## src/verilog/cpu_macros.svh

```systemverilog
`ifndef CPU_MACROS_SVH
`define CPU_MACROS_SVH

// Opcode word from the program ROM
`define OPCODE_W 12

// Program counter, wraps modulo 4096
`define PC_W 12

// Microcode start address
`define UADDR_W 7

// Immediate field, low byte of the opcode
`define IMMED_W 8

`endif

```

## src/verilog/cpu_pkg.sv

```systemverilog
package cpu_pkg;

    // Instruction length in enabled ticks
    typedef enum logic [1:0] {
        CYCLE5,   // 5 ticks
        CYCLE7,   // 7 ticks
        CYCLE12   // 12 ticks
    } instr_length;

    // Instruction sequencer states
    typedef enum logic [1:0] {
        FETCH,    // Waiting for a fetch tick
        EXECUTE,  // Counting out the instruction
        HALTED    // Parked until an interrupt
    } seq_state;

endpackage

```

## src/verilog/cpu_frontend.sv

```systemverilog
`include "cpu_macros.svh"

module cpu_frontend (
    input  logic                  clk,
    input  logic                  reset,
    input  logic                  clk_en,
    input  logic [`OPCODE_W-1:0]  opcode,
    input  logic                  irq_request,
    input  logic                  jump_load,
    input  logic [`PC_W-1:0]      jump_target,
    output logic [`PC_W-1:0]      pc,
    output logic                  instr_start,
    output logic [`UADDR_W-1:0]   microcode_start_addr,
    output cpu_pkg::instr_length  cycle_length,
    output logic [`IMMED_W-1:0]   immed,
    output logic                  irq_ack,
    output logic                  halted
);

    logic decode_en;
    logic load_en;
    logic advance_en;
    logic skip_pc_increment;
    logic disable_interrupt;
    logic halt;
    logic last_tick;

    decode decode0 (
        .clk                  (clk),
        .reset                (reset),
        .decode_en            (decode_en),
        .opcode               (opcode),
        .skip_pc_increment    (skip_pc_increment),
        .microcode_start_addr (microcode_start_addr),
        .cycle_length         (cycle_length),
        .disable_interrupt    (disable_interrupt),
        .halt                 (halt),
        .immed                (immed)
    );

    cycle_timer cycle_timer0 (
        .clk          (clk),
        .reset        (reset),
        .clk_en       (clk_en),
        .load_en      (load_en),
        .cycle_length (cycle_length),
        .last_tick    (last_tick)
    );

    pc_unit pc_unit0 (
        .clk               (clk),
        .reset             (reset),
        .advance_en        (advance_en),
        .skip_pc_increment (skip_pc_increment),
        .jump_load         (jump_load),
        .jump_target       (jump_target),
        .pc                (pc)
    );

    instr_sequencer instr_sequencer0 (
        .clk               (clk),
        .reset             (reset),
        .clk_en            (clk_en),
        .irq_request       (irq_request),
        .last_tick         (last_tick),
        .disable_interrupt (disable_interrupt),
        .halt              (halt),
        .decode_en         (decode_en),
        .load_en           (load_en),
        .advance_en        (advance_en),
        .instr_start       (instr_start),
        .irq_ack           (irq_ack),
        .halted            (halted)
    );

endmodule

```

## src/verilog/cycle_timer.sv

```systemverilog
module cycle_timer (
    input  logic                 clk,
    input  logic                 reset,
    input  logic                 clk_en,
    input  logic                 load_en,
    input  cpu_pkg::instr_length cycle_length,
    output logic                 last_tick
);

    logic [3:0] count;     // Enabled ticks left before the final one
    logic       pending;   // Length not yet registered by decode
    logic [3:0] span;      // Length minus 2

    always_comb begin
        case (cycle_length)
            cpu_pkg::CYCLE5:  span = 4'd3;
            cpu_pkg::CYCLE7:  span = 4'd5;
            cpu_pkg::CYCLE12: span = 4'd10;
            default:          span = 4'd3;
        endcase
    end

    // The fetch tick only arms the timer. The count is taken one clock
    // later, once decode holds the new length; a tick in that clock counts.
    always_ff @(posedge clk) begin
        if (reset) begin
            count   <= 4'd0;
            pending <= 1'b0;
        end else if (load_en) begin
            pending <= 1'b1;
        end else if (pending) begin
            pending <= 1'b0;
            count   <= clk_en ? span - 4'd1 : span;
        end else if (clk_en && count != 4'd0) begin
            count <= count - 4'd1;
        end
    end

    assign last_tick = !pending && count == 4'd0;

endmodule

```

## src/verilog/decode.sv

```systemverilog
`include "cpu_macros.svh"

module decode (
    input  logic                    clk,
    input  logic                    reset,
    input  logic                    decode_en,
    input  logic [`OPCODE_W-1:0]    opcode,
    output logic                    skip_pc_increment,
    output logic [`UADDR_W-1:0]     microcode_start_addr,
    output cpu_pkg::instr_length    cycle_length,
    output logic                    disable_interrupt,
    output logic                    halt,
    output logic [`IMMED_W-1:0]     immed
);

    logic [`UADDR_W+1:0] entry;   // Address in the upper bits, length in [1:0]
    logic                skip_d;
    logic                dis_d;
    logic                halt_d;

    always_comb begin
        entry  = {7'd0, cpu_pkg::CYCLE5};   // Invalid patterns land here
        skip_d = 1'b0;
        dis_d  = 1'b0;
        halt_d = 1'b0;
        casez (opcode)
            12'h0??: entry = {7'd0, cpu_pkg::CYCLE5};    // JP s
            12'h1??: begin                               // RETD e
                entry  = {7'd1, cpu_pkg::CYCLE12};
                skip_d = 1'b1;
            end
            12'h2??: entry = {7'd2, cpu_pkg::CYCLE5};    // JP C, s
            12'h3??: entry = {7'd3, cpu_pkg::CYCLE5};    // JP NC, s
            12'h4??: begin                               // CALL s
                entry  = {7'd4, cpu_pkg::CYCLE7};
                skip_d = 1'b1;
            end
            12'h5??: begin                               // CALZ s
                entry  = {7'd5, cpu_pkg::CYCLE7};
                skip_d = 1'b1;
            end
            12'h6??: entry = {7'd6, cpu_pkg::CYCLE5};    // JP Z, s
            12'h7??: entry = {7'd7, cpu_pkg::CYCLE5};    // JP NZ, s
            12'h8??: entry = {7'd8, cpu_pkg::CYCLE5};    // LD Y, e
            12'h9??: entry = {7'd9, cpu_pkg::CYCLE5};    // LBPX MX, e
            12'hA0?: entry = {7'd10, cpu_pkg::CYCLE7};   // ADC XH, i
            12'hA1?: entry = {7'd11, cpu_pkg::CYCLE7};   // ADC XL, i
            12'hA2?: entry = {7'd12, cpu_pkg::CYCLE7};   // ADC YH, i
            12'hA3?: entry = {7'd13, cpu_pkg::CYCLE7};   // ADC YL, i
            12'hA4?: entry = {7'd14, cpu_pkg::CYCLE7};   // CP XH, i
            12'hA5?: entry = {7'd15, cpu_pkg::CYCLE7};   // CP XL, i
            12'hA6?: entry = {7'd16, cpu_pkg::CYCLE7};   // CP YH, i
            12'hA7?: entry = {7'd17, cpu_pkg::CYCLE7};   // CP YL, i
            12'hA8?: entry = {7'd18, cpu_pkg::CYCLE7};   // ADD r, q
            12'hA9?: entry = {7'd19, cpu_pkg::CYCLE7};   // ADC r, q
            12'hAA?: entry = {7'd20, cpu_pkg::CYCLE7};   // SUB r, q
            12'hAB?: entry = {7'd21, cpu_pkg::CYCLE7};   // SBC r, q
            12'hAC?: entry = {7'd22, cpu_pkg::CYCLE7};   // AND r, q
            12'hAD?: entry = {7'd23, cpu_pkg::CYCLE7};   // OR r, q
            12'hAE?: entry = {7'd24, cpu_pkg::CYCLE7};   // XOR r, q
            12'hAF?: entry = {7'd25, cpu_pkg::CYCLE7};   // RLC r
            12'hB??: entry = {7'd26, cpu_pkg::CYCLE5};   // LD X, e
            12'b1100_00??_????: entry = {7'd27, cpu_pkg::CYCLE7};   // ADD r, i
            12'b1100_01??_????: entry = {7'd28, cpu_pkg::CYCLE7};   // ADC r, i
            12'b1100_10??_????: entry = {7'd29, cpu_pkg::CYCLE7};   // AND r, i
            12'b1100_11??_????: entry = {7'd30, cpu_pkg::CYCLE7};   // OR r, i
            12'b1101_00??_????: entry = {7'd31, cpu_pkg::CYCLE7};   // XOR r, i
            12'b1101_01??_????: entry = {7'd32, cpu_pkg::CYCLE7};   // SBC r, i
            12'b1101_10??_????: entry = {7'd33, cpu_pkg::CYCLE7};   // FAN r, i
            12'b1101_11??_????: entry = {7'd34, cpu_pkg::CYCLE7};   // CP r, i
            12'b1110_00??_????: entry = {7'd35, cpu_pkg::CYCLE5};   // LD r, i
            12'b1110_010?_????: begin                               // PSET p
                entry = {7'd36, cpu_pkg::CYCLE5};
                dis_d = 1'b1;
            end
            12'hE6?: entry = {7'd37, cpu_pkg::CYCLE5};   // LDPX MX, i
            12'hE7?: entry = {7'd38, cpu_pkg::CYCLE5};   // LDPY MY, i
            12'b1110_1000_00??: entry = {7'd39, cpu_pkg::CYCLE5};   // LD XP, r
            12'b1110_1000_01??: entry = {7'd40, cpu_pkg::CYCLE5};   // LD XH, r
            12'b1110_1000_10??: entry = {7'd41, cpu_pkg::CYCLE5};   // LD XL, r
            12'b1110_1000_11??: entry = {7'd42, cpu_pkg::CYCLE5};   // RRC r
            12'b1110_1001_00??: entry = {7'd43, cpu_pkg::CYCLE5};   // LD YP, r
            12'b1110_1001_01??: entry = {7'd44, cpu_pkg::CYCLE5};   // LD YH, r
            12'b1110_1001_10??: entry = {7'd45, cpu_pkg::CYCLE5};   // LD YL, r
            12'b1110_1010_00??: entry = {7'd46, cpu_pkg::CYCLE5};   // LD r, XP
            12'b1110_1010_01??: entry = {7'd47, cpu_pkg::CYCLE5};   // LD r, XH
            12'b1110_1010_10??: entry = {7'd48, cpu_pkg::CYCLE5};   // LD r, XL
            12'b1110_1011_00??: entry = {7'd49, cpu_pkg::CYCLE5};   // LD r, YP
            12'b1110_1011_01??: entry = {7'd50, cpu_pkg::CYCLE5};   // LD r, YH
            12'b1110_1011_10??: entry = {7'd51, cpu_pkg::CYCLE5};   // LD r, YL
            12'hEC?: entry = {7'd52, cpu_pkg::CYCLE5};   // LD r, q
            12'hEE?: entry = {7'd53, cpu_pkg::CYCLE5};   // LDPX r, q
            12'hEF?: entry = {7'd54, cpu_pkg::CYCLE5};   // LDPY r, q
            12'hF0?: entry = {7'd55, cpu_pkg::CYCLE7};   // CP r, q
            12'hF1?: entry = {7'd56, cpu_pkg::CYCLE7};   // FAN r, q
            12'b1111_0010_10??: entry = {7'd57, cpu_pkg::CYCLE7};   // ACPX MX, r
            12'b1111_0010_11??: entry = {7'd58, cpu_pkg::CYCLE7};   // ACPY MY, r
            12'b1111_0011_10??: entry = {7'd59, cpu_pkg::CYCLE7};   // SCPX MX, r
            12'b1111_0011_11??: entry = {7'd60, cpu_pkg::CYCLE7};   // SCPY MY, r
            12'hF4?: entry = {7'd61, cpu_pkg::CYCLE7};   // SET F, i
            12'hF5?: entry = {7'd62, cpu_pkg::CYCLE7};   // RST F, i
            12'hF6?: entry = {7'd63, cpu_pkg::CYCLE7};   // INC Mn
            12'hF7?: entry = {7'd64, cpu_pkg::CYCLE7};   // DEC Mn
            12'hF8?: entry = {7'd65, cpu_pkg::CYCLE5};   // LD Mn, A
            12'hF9?: entry = {7'd66, cpu_pkg::CYCLE5};   // LD Mn, B
            12'hFA?: entry = {7'd67, cpu_pkg::CYCLE5};   // LD A, Mn
            12'hFB?: entry = {7'd68, cpu_pkg::CYCLE5};   // LD B, Mn
            12'b1111_1100_00??: entry = {7'd69, cpu_pkg::CYCLE5};   // PUSH r
            12'hFC4: entry = {7'd70, cpu_pkg::CYCLE5};   // PUSH XP
            12'hFC5: entry = {7'd71, cpu_pkg::CYCLE5};   // PUSH XH
            12'hFC6: entry = {7'd72, cpu_pkg::CYCLE5};   // PUSH XL
            12'hFC7: entry = {7'd73, cpu_pkg::CYCLE5};   // PUSH YP
            12'hFC8: entry = {7'd74, cpu_pkg::CYCLE5};   // PUSH YH
            12'hFC9: entry = {7'd75, cpu_pkg::CYCLE5};   // PUSH YL
            12'hFCA: entry = {7'd76, cpu_pkg::CYCLE5};   // PUSH F
            12'hFCB: entry = {7'd77, cpu_pkg::CYCLE5};   // DEC SP
            12'b1111_1101_00??: entry = {7'd78, cpu_pkg::CYCLE5};   // POP r
            12'hFD4: entry = {7'd79, cpu_pkg::CYCLE5};   // POP XP
            12'hFD5: entry = {7'd80, cpu_pkg::CYCLE5};   // POP XH
            12'hFD6: entry = {7'd81, cpu_pkg::CYCLE5};   // POP XL
            12'hFD7: entry = {7'd82, cpu_pkg::CYCLE5};   // POP YP
            12'hFD8: entry = {7'd83, cpu_pkg::CYCLE5};   // POP YH
            12'hFD9: entry = {7'd84, cpu_pkg::CYCLE5};   // POP YL
            12'hFDA: entry = {7'd85, cpu_pkg::CYCLE5};   // POP F
            12'hFDB: entry = {7'd86, cpu_pkg::CYCLE5};   // INC SP
            12'hFDE: entry = {7'd87, cpu_pkg::CYCLE12};  // RETS
            12'hFDF: begin                               // RET
                entry  = {7'd88, cpu_pkg::CYCLE7};
                skip_d = 1'b1;
            end
            12'b1111_1110_00??: entry = {7'd89, cpu_pkg::CYCLE5};   // LD SPH, r
            12'b1111_1110_01??: entry = {7'd90, cpu_pkg::CYCLE5};   // LD r, SPH
            12'hFE8: begin                               // JPBA
                entry  = {7'd91, cpu_pkg::CYCLE5};
                skip_d = 1'b1;
            end
            12'b1111_1111_00??: entry = {7'd92, cpu_pkg::CYCLE5};   // LD SPL, r
            12'b1111_1111_01??: entry = {7'd93, cpu_pkg::CYCLE5};   // LD r, SPL
            12'hFF8: begin                               // HALT
                entry  = {7'd94, cpu_pkg::CYCLE5};
                halt_d = 1'b1;
            end
            12'hFF9: begin                               // SLP
                entry  = {7'd95, cpu_pkg::CYCLE5};
                halt_d = 1'b1;
            end
            12'hFFB: entry = {7'd96, cpu_pkg::CYCLE5};   // NOP5
            12'hFFF: entry = {7'd97, cpu_pkg::CYCLE7};   // NOP7
            default: entry = {7'd0, cpu_pkg::CYCLE5};
        endcase
    end

    // Outputs hold from one fetch tick to the next
    always_ff @(posedge clk) begin
        if (reset) begin
            skip_pc_increment    <= 1'b0;
            microcode_start_addr <= '0;
            cycle_length         <= cpu_pkg::CYCLE5;
            disable_interrupt    <= 1'b0;
            halt                 <= 1'b0;
            immed                <= '0;
        end else if (decode_en) begin
            skip_pc_increment    <= skip_d;
            microcode_start_addr <= entry[`UADDR_W+1:2];
            cycle_length         <= cpu_pkg::instr_length'(entry[1:0]);
            disable_interrupt    <= dis_d;
            halt                 <= halt_d;
            immed                <= opcode[`IMMED_W-1:0];   // Always the low byte
        end
    end

endmodule

```

## src/verilog/instr_sequencer.sv

```systemverilog
module instr_sequencer (
    input  logic clk,
    input  logic reset,
    input  logic clk_en,
    input  logic irq_request,
    input  logic last_tick,
    input  logic disable_interrupt,
    input  logic halt,
    output logic decode_en,
    output logic load_en,
    output logic advance_en,
    output logic instr_start,
    output logic irq_ack,
    output logic halted
);

    cpu_pkg::seq_state state;
    cpu_pkg::seq_state state_next;
    logic              irq_mask;   // Set for one boundary after PSET
    logic              irq_take;

    // Interrupts only at a boundary or while parked
    assign irq_take = clk_en && irq_request &&
                      ((state == cpu_pkg::FETCH && !irq_mask) ||
                       state == cpu_pkg::HALTED);

    assign decode_en  = clk_en && state == cpu_pkg::FETCH && !irq_take;
    assign load_en    = decode_en;   // Timer arms on the fetch tick
    assign advance_en = clk_en && state == cpu_pkg::EXECUTE && last_tick;
    assign halted     = state == cpu_pkg::HALTED;

    always_comb begin
        state_next = state;
        case (state)
            cpu_pkg::FETCH: begin
                if (decode_en)
                    state_next = cpu_pkg::EXECUTE;
            end
            cpu_pkg::EXECUTE: begin
                if (advance_en)
                    state_next = halt ? cpu_pkg::HALTED : cpu_pkg::FETCH;
            end
            cpu_pkg::HALTED: begin
                if (irq_take)
                    state_next = cpu_pkg::FETCH;
            end
            default: state_next = cpu_pkg::FETCH;
        endcase
    end

    always_ff @(posedge clk) begin
        if (reset) begin
            state       <= cpu_pkg::FETCH;
            irq_mask    <= 1'b0;
            instr_start <= 1'b0;
            irq_ack     <= 1'b0;
        end else begin
            state       <= state_next;
            instr_start <= decode_en;   // Decode outputs valid in this clock
            irq_ack     <= irq_take;
            if (advance_en)
                irq_mask <= disable_interrupt;   // Flag of the ending instruction
        end
    end

endmodule

```

## src/verilog/pc_unit.sv

```systemverilog
`include "cpu_macros.svh"

module pc_unit (
    input  logic              clk,
    input  logic              reset,
    input  logic              advance_en,
    input  logic              skip_pc_increment,
    input  logic              jump_load,
    input  logic [`PC_W-1:0]  jump_target,
    output logic [`PC_W-1:0]  pc
);

    // Only the final tick of an instruction moves the pc
    always_ff @(posedge clk) begin
        if (reset) begin
            pc <= '0;
        end else if (advance_en) begin
            if (jump_load)
                pc <= jump_target;   // External load wins
            else if (!skip_pc_increment)
                pc <= pc + 1'b1;     // Wraps at 4096
        end
    end

endmodule
```

## config.mk

```make
export PLATFORM = sky130hd
export DESIGN_NAME = cpu_frontend
export DESIGN_NICKNAME = d
export VERILOG_FILES = /design/src/verilog/cpu_pkg.sv /design/src/verilog/cpu_frontend.sv /design/src/verilog/cycle_timer.sv /design/src/verilog/decode.sv /design/src/verilog/instr_sequencer.sv /design/src/verilog/pc_unit.sv
export VERILOG_INCLUDE_DIRS = /design/src /design/src/verilog
export SDC_FILE = /design/constraint.sdc
export NUM_CORES = 1
export LEC_CHECK = 0
export BUFFER_PORTS_ARGS = -buffer_cell sky130_fd_sc_hd__clkbuf_2
export CAP_MARGIN = 20
export CORE_UTILIZATION = 40
export DETAILED_ROUTE_END_ITERATION = 6
export GPL_TIMING_DRIVEN = 0
export HOLD_SLACK_MARGIN = 0.02
export RECOVER_POWER = 25
export SLEW_MARGIN = 10
export SYNTH_ARGS = -nofsm -noshare
export SYNTH_HDL_FRONTEND = slang
export SYNTH_SLANG_ARGS = --single-unit
```

## constraint.sdc

```tcl
create_clock -name clk -period 4.24 [get_ports clk]
set_input_delay 0.636 -clock clk [delete_from_list [all_inputs] [get_ports clk]]
set_output_delay 0.636 -clock clk [all_outputs]
set_load 0.02 [all_outputs]
```

==> impl_metrics.json <==
{
  "cts_sinks": 41,
  "yosysWarnings": 0,
  "grt_antenna_before_repair": 0,
  "overflow": 0,
  "regArea_sq_um": 821,
  "die_w_um": 90.5,
  "fin_crit_ns": 2.36,
  "finalHoldViolations": 0,
  "ys_ff_latch": 41,
  "vias_per_cell": 6.01,
  "syn_to_final_growth_pct": 16.3,
  "synthArstFlopShare_pct": 0,
  "power_density_nw_per_um2": 305,
  "fin_tns_setup_ns": 0,
  "post_cts_resized": 0,
  "core.rowCount": 31,
  "place_congestion": 0.986,
  "cts_setup_buffers": 0,
  "cp.required_ns": 4.39,
  "wl_per_cell_um": 18.6,
  "netlist_area_sq_um": 3130,
  "postSynthCellCount": 447,
  "final_nets": 542,
  "hpwlAfterDp_um": 8640,
  "skew_ns": 0.0116,
  "yosysTopAreaCellShare_pct": 26.2,
  "drive_gt1_share_pct": 14.3,
  "yosysMostFrequentCell": "nor2_1",
  "cts_hold_buf": 0,
  "port_buffers": 54,
  "synth.distinct_cells": 60,
  "cap_violations": 0,
  "postSynthAreaPerCell_sq_um": 7.01,
  "r2r_slack_ns": 1.92,
  "multi_input_area_sq_um": 2080,
  "hold_path.class": "reg -> reg",
  "synth.top_cells.by_count": "nor2_1, nand2_1, dfxtp_1, a21oi_1, o21ai_0",
  "clk_latency_ns": 0.29,
  "critical-path-max-stage-delay_ns": 0.48,
  "cts_buffer_depth": 2,
  "startpoint": "opcode[4]",
  "syn-num-nets": 481,
  "track_usage_pct": 27.9,
  "max_freq_mhz": 424,
  "cts-htree-levels": 2,
  "rsz0062_at_grt": "no",
  "ys_dominant_reg_cell": "dfxtp_1",
  "worstReg2RegStart": "cycle_timer0.count[0]",
  "numCtsBuffers": 5,
  "rr_worst_depth": 9,
  "n_antenna_cell": 0,
  "grt_max_degree": 15,
  "worstMarginPinSlew_ns": 0.599,
  "cp-end-kind": "register",
  "die-height_um": 90.5,
  "p_total_mw": 1.11,
  "drc": 0,
  "slowest_stage": "clkbuf_1",
  "ant_nets": 0,
  "critPathMaxFanout": 10,
  "synth_area_leaders": "dfxtp_1, nor2_1, nand2_1, a21oi_1, o21ai_0",
  "maxSlewViolCount": 0,
  "cts_tree": "built",
  "r2r_end": "pc_unit0.pc[8]",
  "relSlewSlack_pct": 59.7,
  "wirelength_um": 11300,
  "yosysSeqAreaShare_pct": 26.2,
  "ctsRootBufferMaster": "clkbuf_8",
  "whs_path_depth": 2,
  "min_period_over_period_pct": 55.6,
  "die_area_sq_um": 8190,
  "ir_drop_mv": 0.150,
  "yosys.area.top_type": "dfxtp_1",
  "setup_viol": 0,
  "drt_first_iter_violations": 302,
  "start_kind": "input pin",
  "setup.worst_path.end": "decode0.microcode_start_addr[2]",
  "num-fill-cells": 804,
  "io-pin-count": 61,
  "arrival_ns": 2.50,
  "num_vias": 3657,
  "grt_pass1_vias": 3420,
  "core_sq_um": 7410,
  "synth-edff-count": 0,
  "crit_type": "in -> reg",
  "p_leak_nw": 1.33,
  "path_cells": "clkbuf_2, buf_6, clkbuf_1, a21oi_1, o21ai_0, o221ai_1, nor4_1, a311oi_1",
  "path_clk_slew_ns": 0.09,
  "status": "completed",
  "start_util_pct": 42.3,
  "first_pass_iters": 5,
  "grt_pass1_wl_um": 18200
}
layer usage:
metal  wire [um]  GRT usage [%]  share of wire (%)  vias up
li1            -              -                  -     1767
met1        5120           38.0                 45     1723
met2        5080           43.9                 45      147
met3         801           4.21                7.1       20
met4         280           10.8                2.5        0
met5           0              0                  0        -
critical path, delay by kind of cell:
kind / cells / cell delay [ns]
buffers and inverters: 3 / 0.70
AO/OA/AOI/OAI: 4 / 0.69
AND/OR/NAND/NOR: 1 / 0.47
worst min path at each step:
stage | endpoint | from
floorplan | decode0.halt | decode0.halt
global placement | decode0.halt | decode0.halt
detailed placement | decode0.halt | decode0.halt
CTS | decode0.halt | decode0.halt
global route | decode0.halt | decode0.halt
finish | decode0.halt | decode0.halt
layout by cell type, fill, tap and decap left out, types with 7 or more instances in the layout:
| master | synthesis | final |
|---|---|---|
| nor3_1 | 13 | 13 |
| inv_1 | 15 | 15 |
| buf_2 | 19 | 18 |
| nand2b_1 | 11 | 11 |
| mux2i_1 | 7 | 7 |
| nand3_1 | 15 | 15 |
| nor4_1 | 7 | 7 |
| nor2b_1 | 7 | 7 |
| a22oi_1 | 11 | 11 |
| nand4_1 | 7 | 7 |
| nor2_1 | 59 | 59 |
| dfxtp_1 | 41 | 41 |
| clkbuf_2 | 0 | 37 |
| o21ai_0 | 31 | 31 |
| nand2_1 | 49 | 49 |
| a211oi_1 | 11 | 11 |
| clkbuf_1 | 14 | 32 |
| a21oi_1 | 35 | 35 |
| o22ai_1 | 8 | 8 |
cells by family after synthesis:
logic type	count (synthesis)	synth area share [%]
xor gates and xnor gates	4	1.12
AOI/OAI and AO/OA	142	30.2
DFF	41	26.2
and+or+nand+nor	197	31.0
muxes	7	2.24
adders and majority gates	5	2.00
buffers and inverters	51	7.23
flip-flops by register name, summed over array words and instances, names as in the netlist:
signal	cells
decode0.microcode_start_addr	7
pc_unit0.pc	12
instr_sequencer0.state	2
cycle_timer0.count	4
instr_sequencer0.irq_mask	1
decode0.cycle_length	2
cycle_timer0.pending	1
decode0.disable_interrupt	1
decode0.immed	8
instr_sequencer0.irq_ack	1
decode0.skip_pc_increment	1
decode0.halt	1
report_power, final:
part	internal (mW)	total, mW	switching (mW)
registers	0.411	0.432	0.0215
clock network	0.237	0.385	0.148
logic	0.107	0.292	0.186
per-stage QoR:
| stage | cells | util, % | cell area [sq um] | hold slack [ns] | setup WS, ns |
|---|---|---|---|---|---|
| 2_1_floorplan | 447 | - | 3130 | 0.432 | 2.18 |
| 3_3_place_gp | 600 | 47.6 | 3530 | 0.440 | 1.59 |
| 3_5_place_dp | 600 | 47.6 | 3530 | 0.445 | 1.66 |
| 4_1_cts | 608 | 49.5 | 3660 | 0.457 | 1.92 |
| 5_1_grt | 608 | 49.1 | 3640 | 0.489 | 1.71 |
| 6_report | 608 | 49.1 | 3640 | 0.460 | 1.88 |
layout make-up:
cell class / count / share of cell area (%)
clock inverter: 3 / 1.89
inverter: 15 / 1.55
multi-input combinational: 355 / 57.3
tap: 99 / 3.40
timing repair buffer: 54 / 6.84
buffer: 36 / 4.64
sequential: 41 / 22.5
clock buffer: 5 / 1.89
Power figures use the tool's default switching activity.
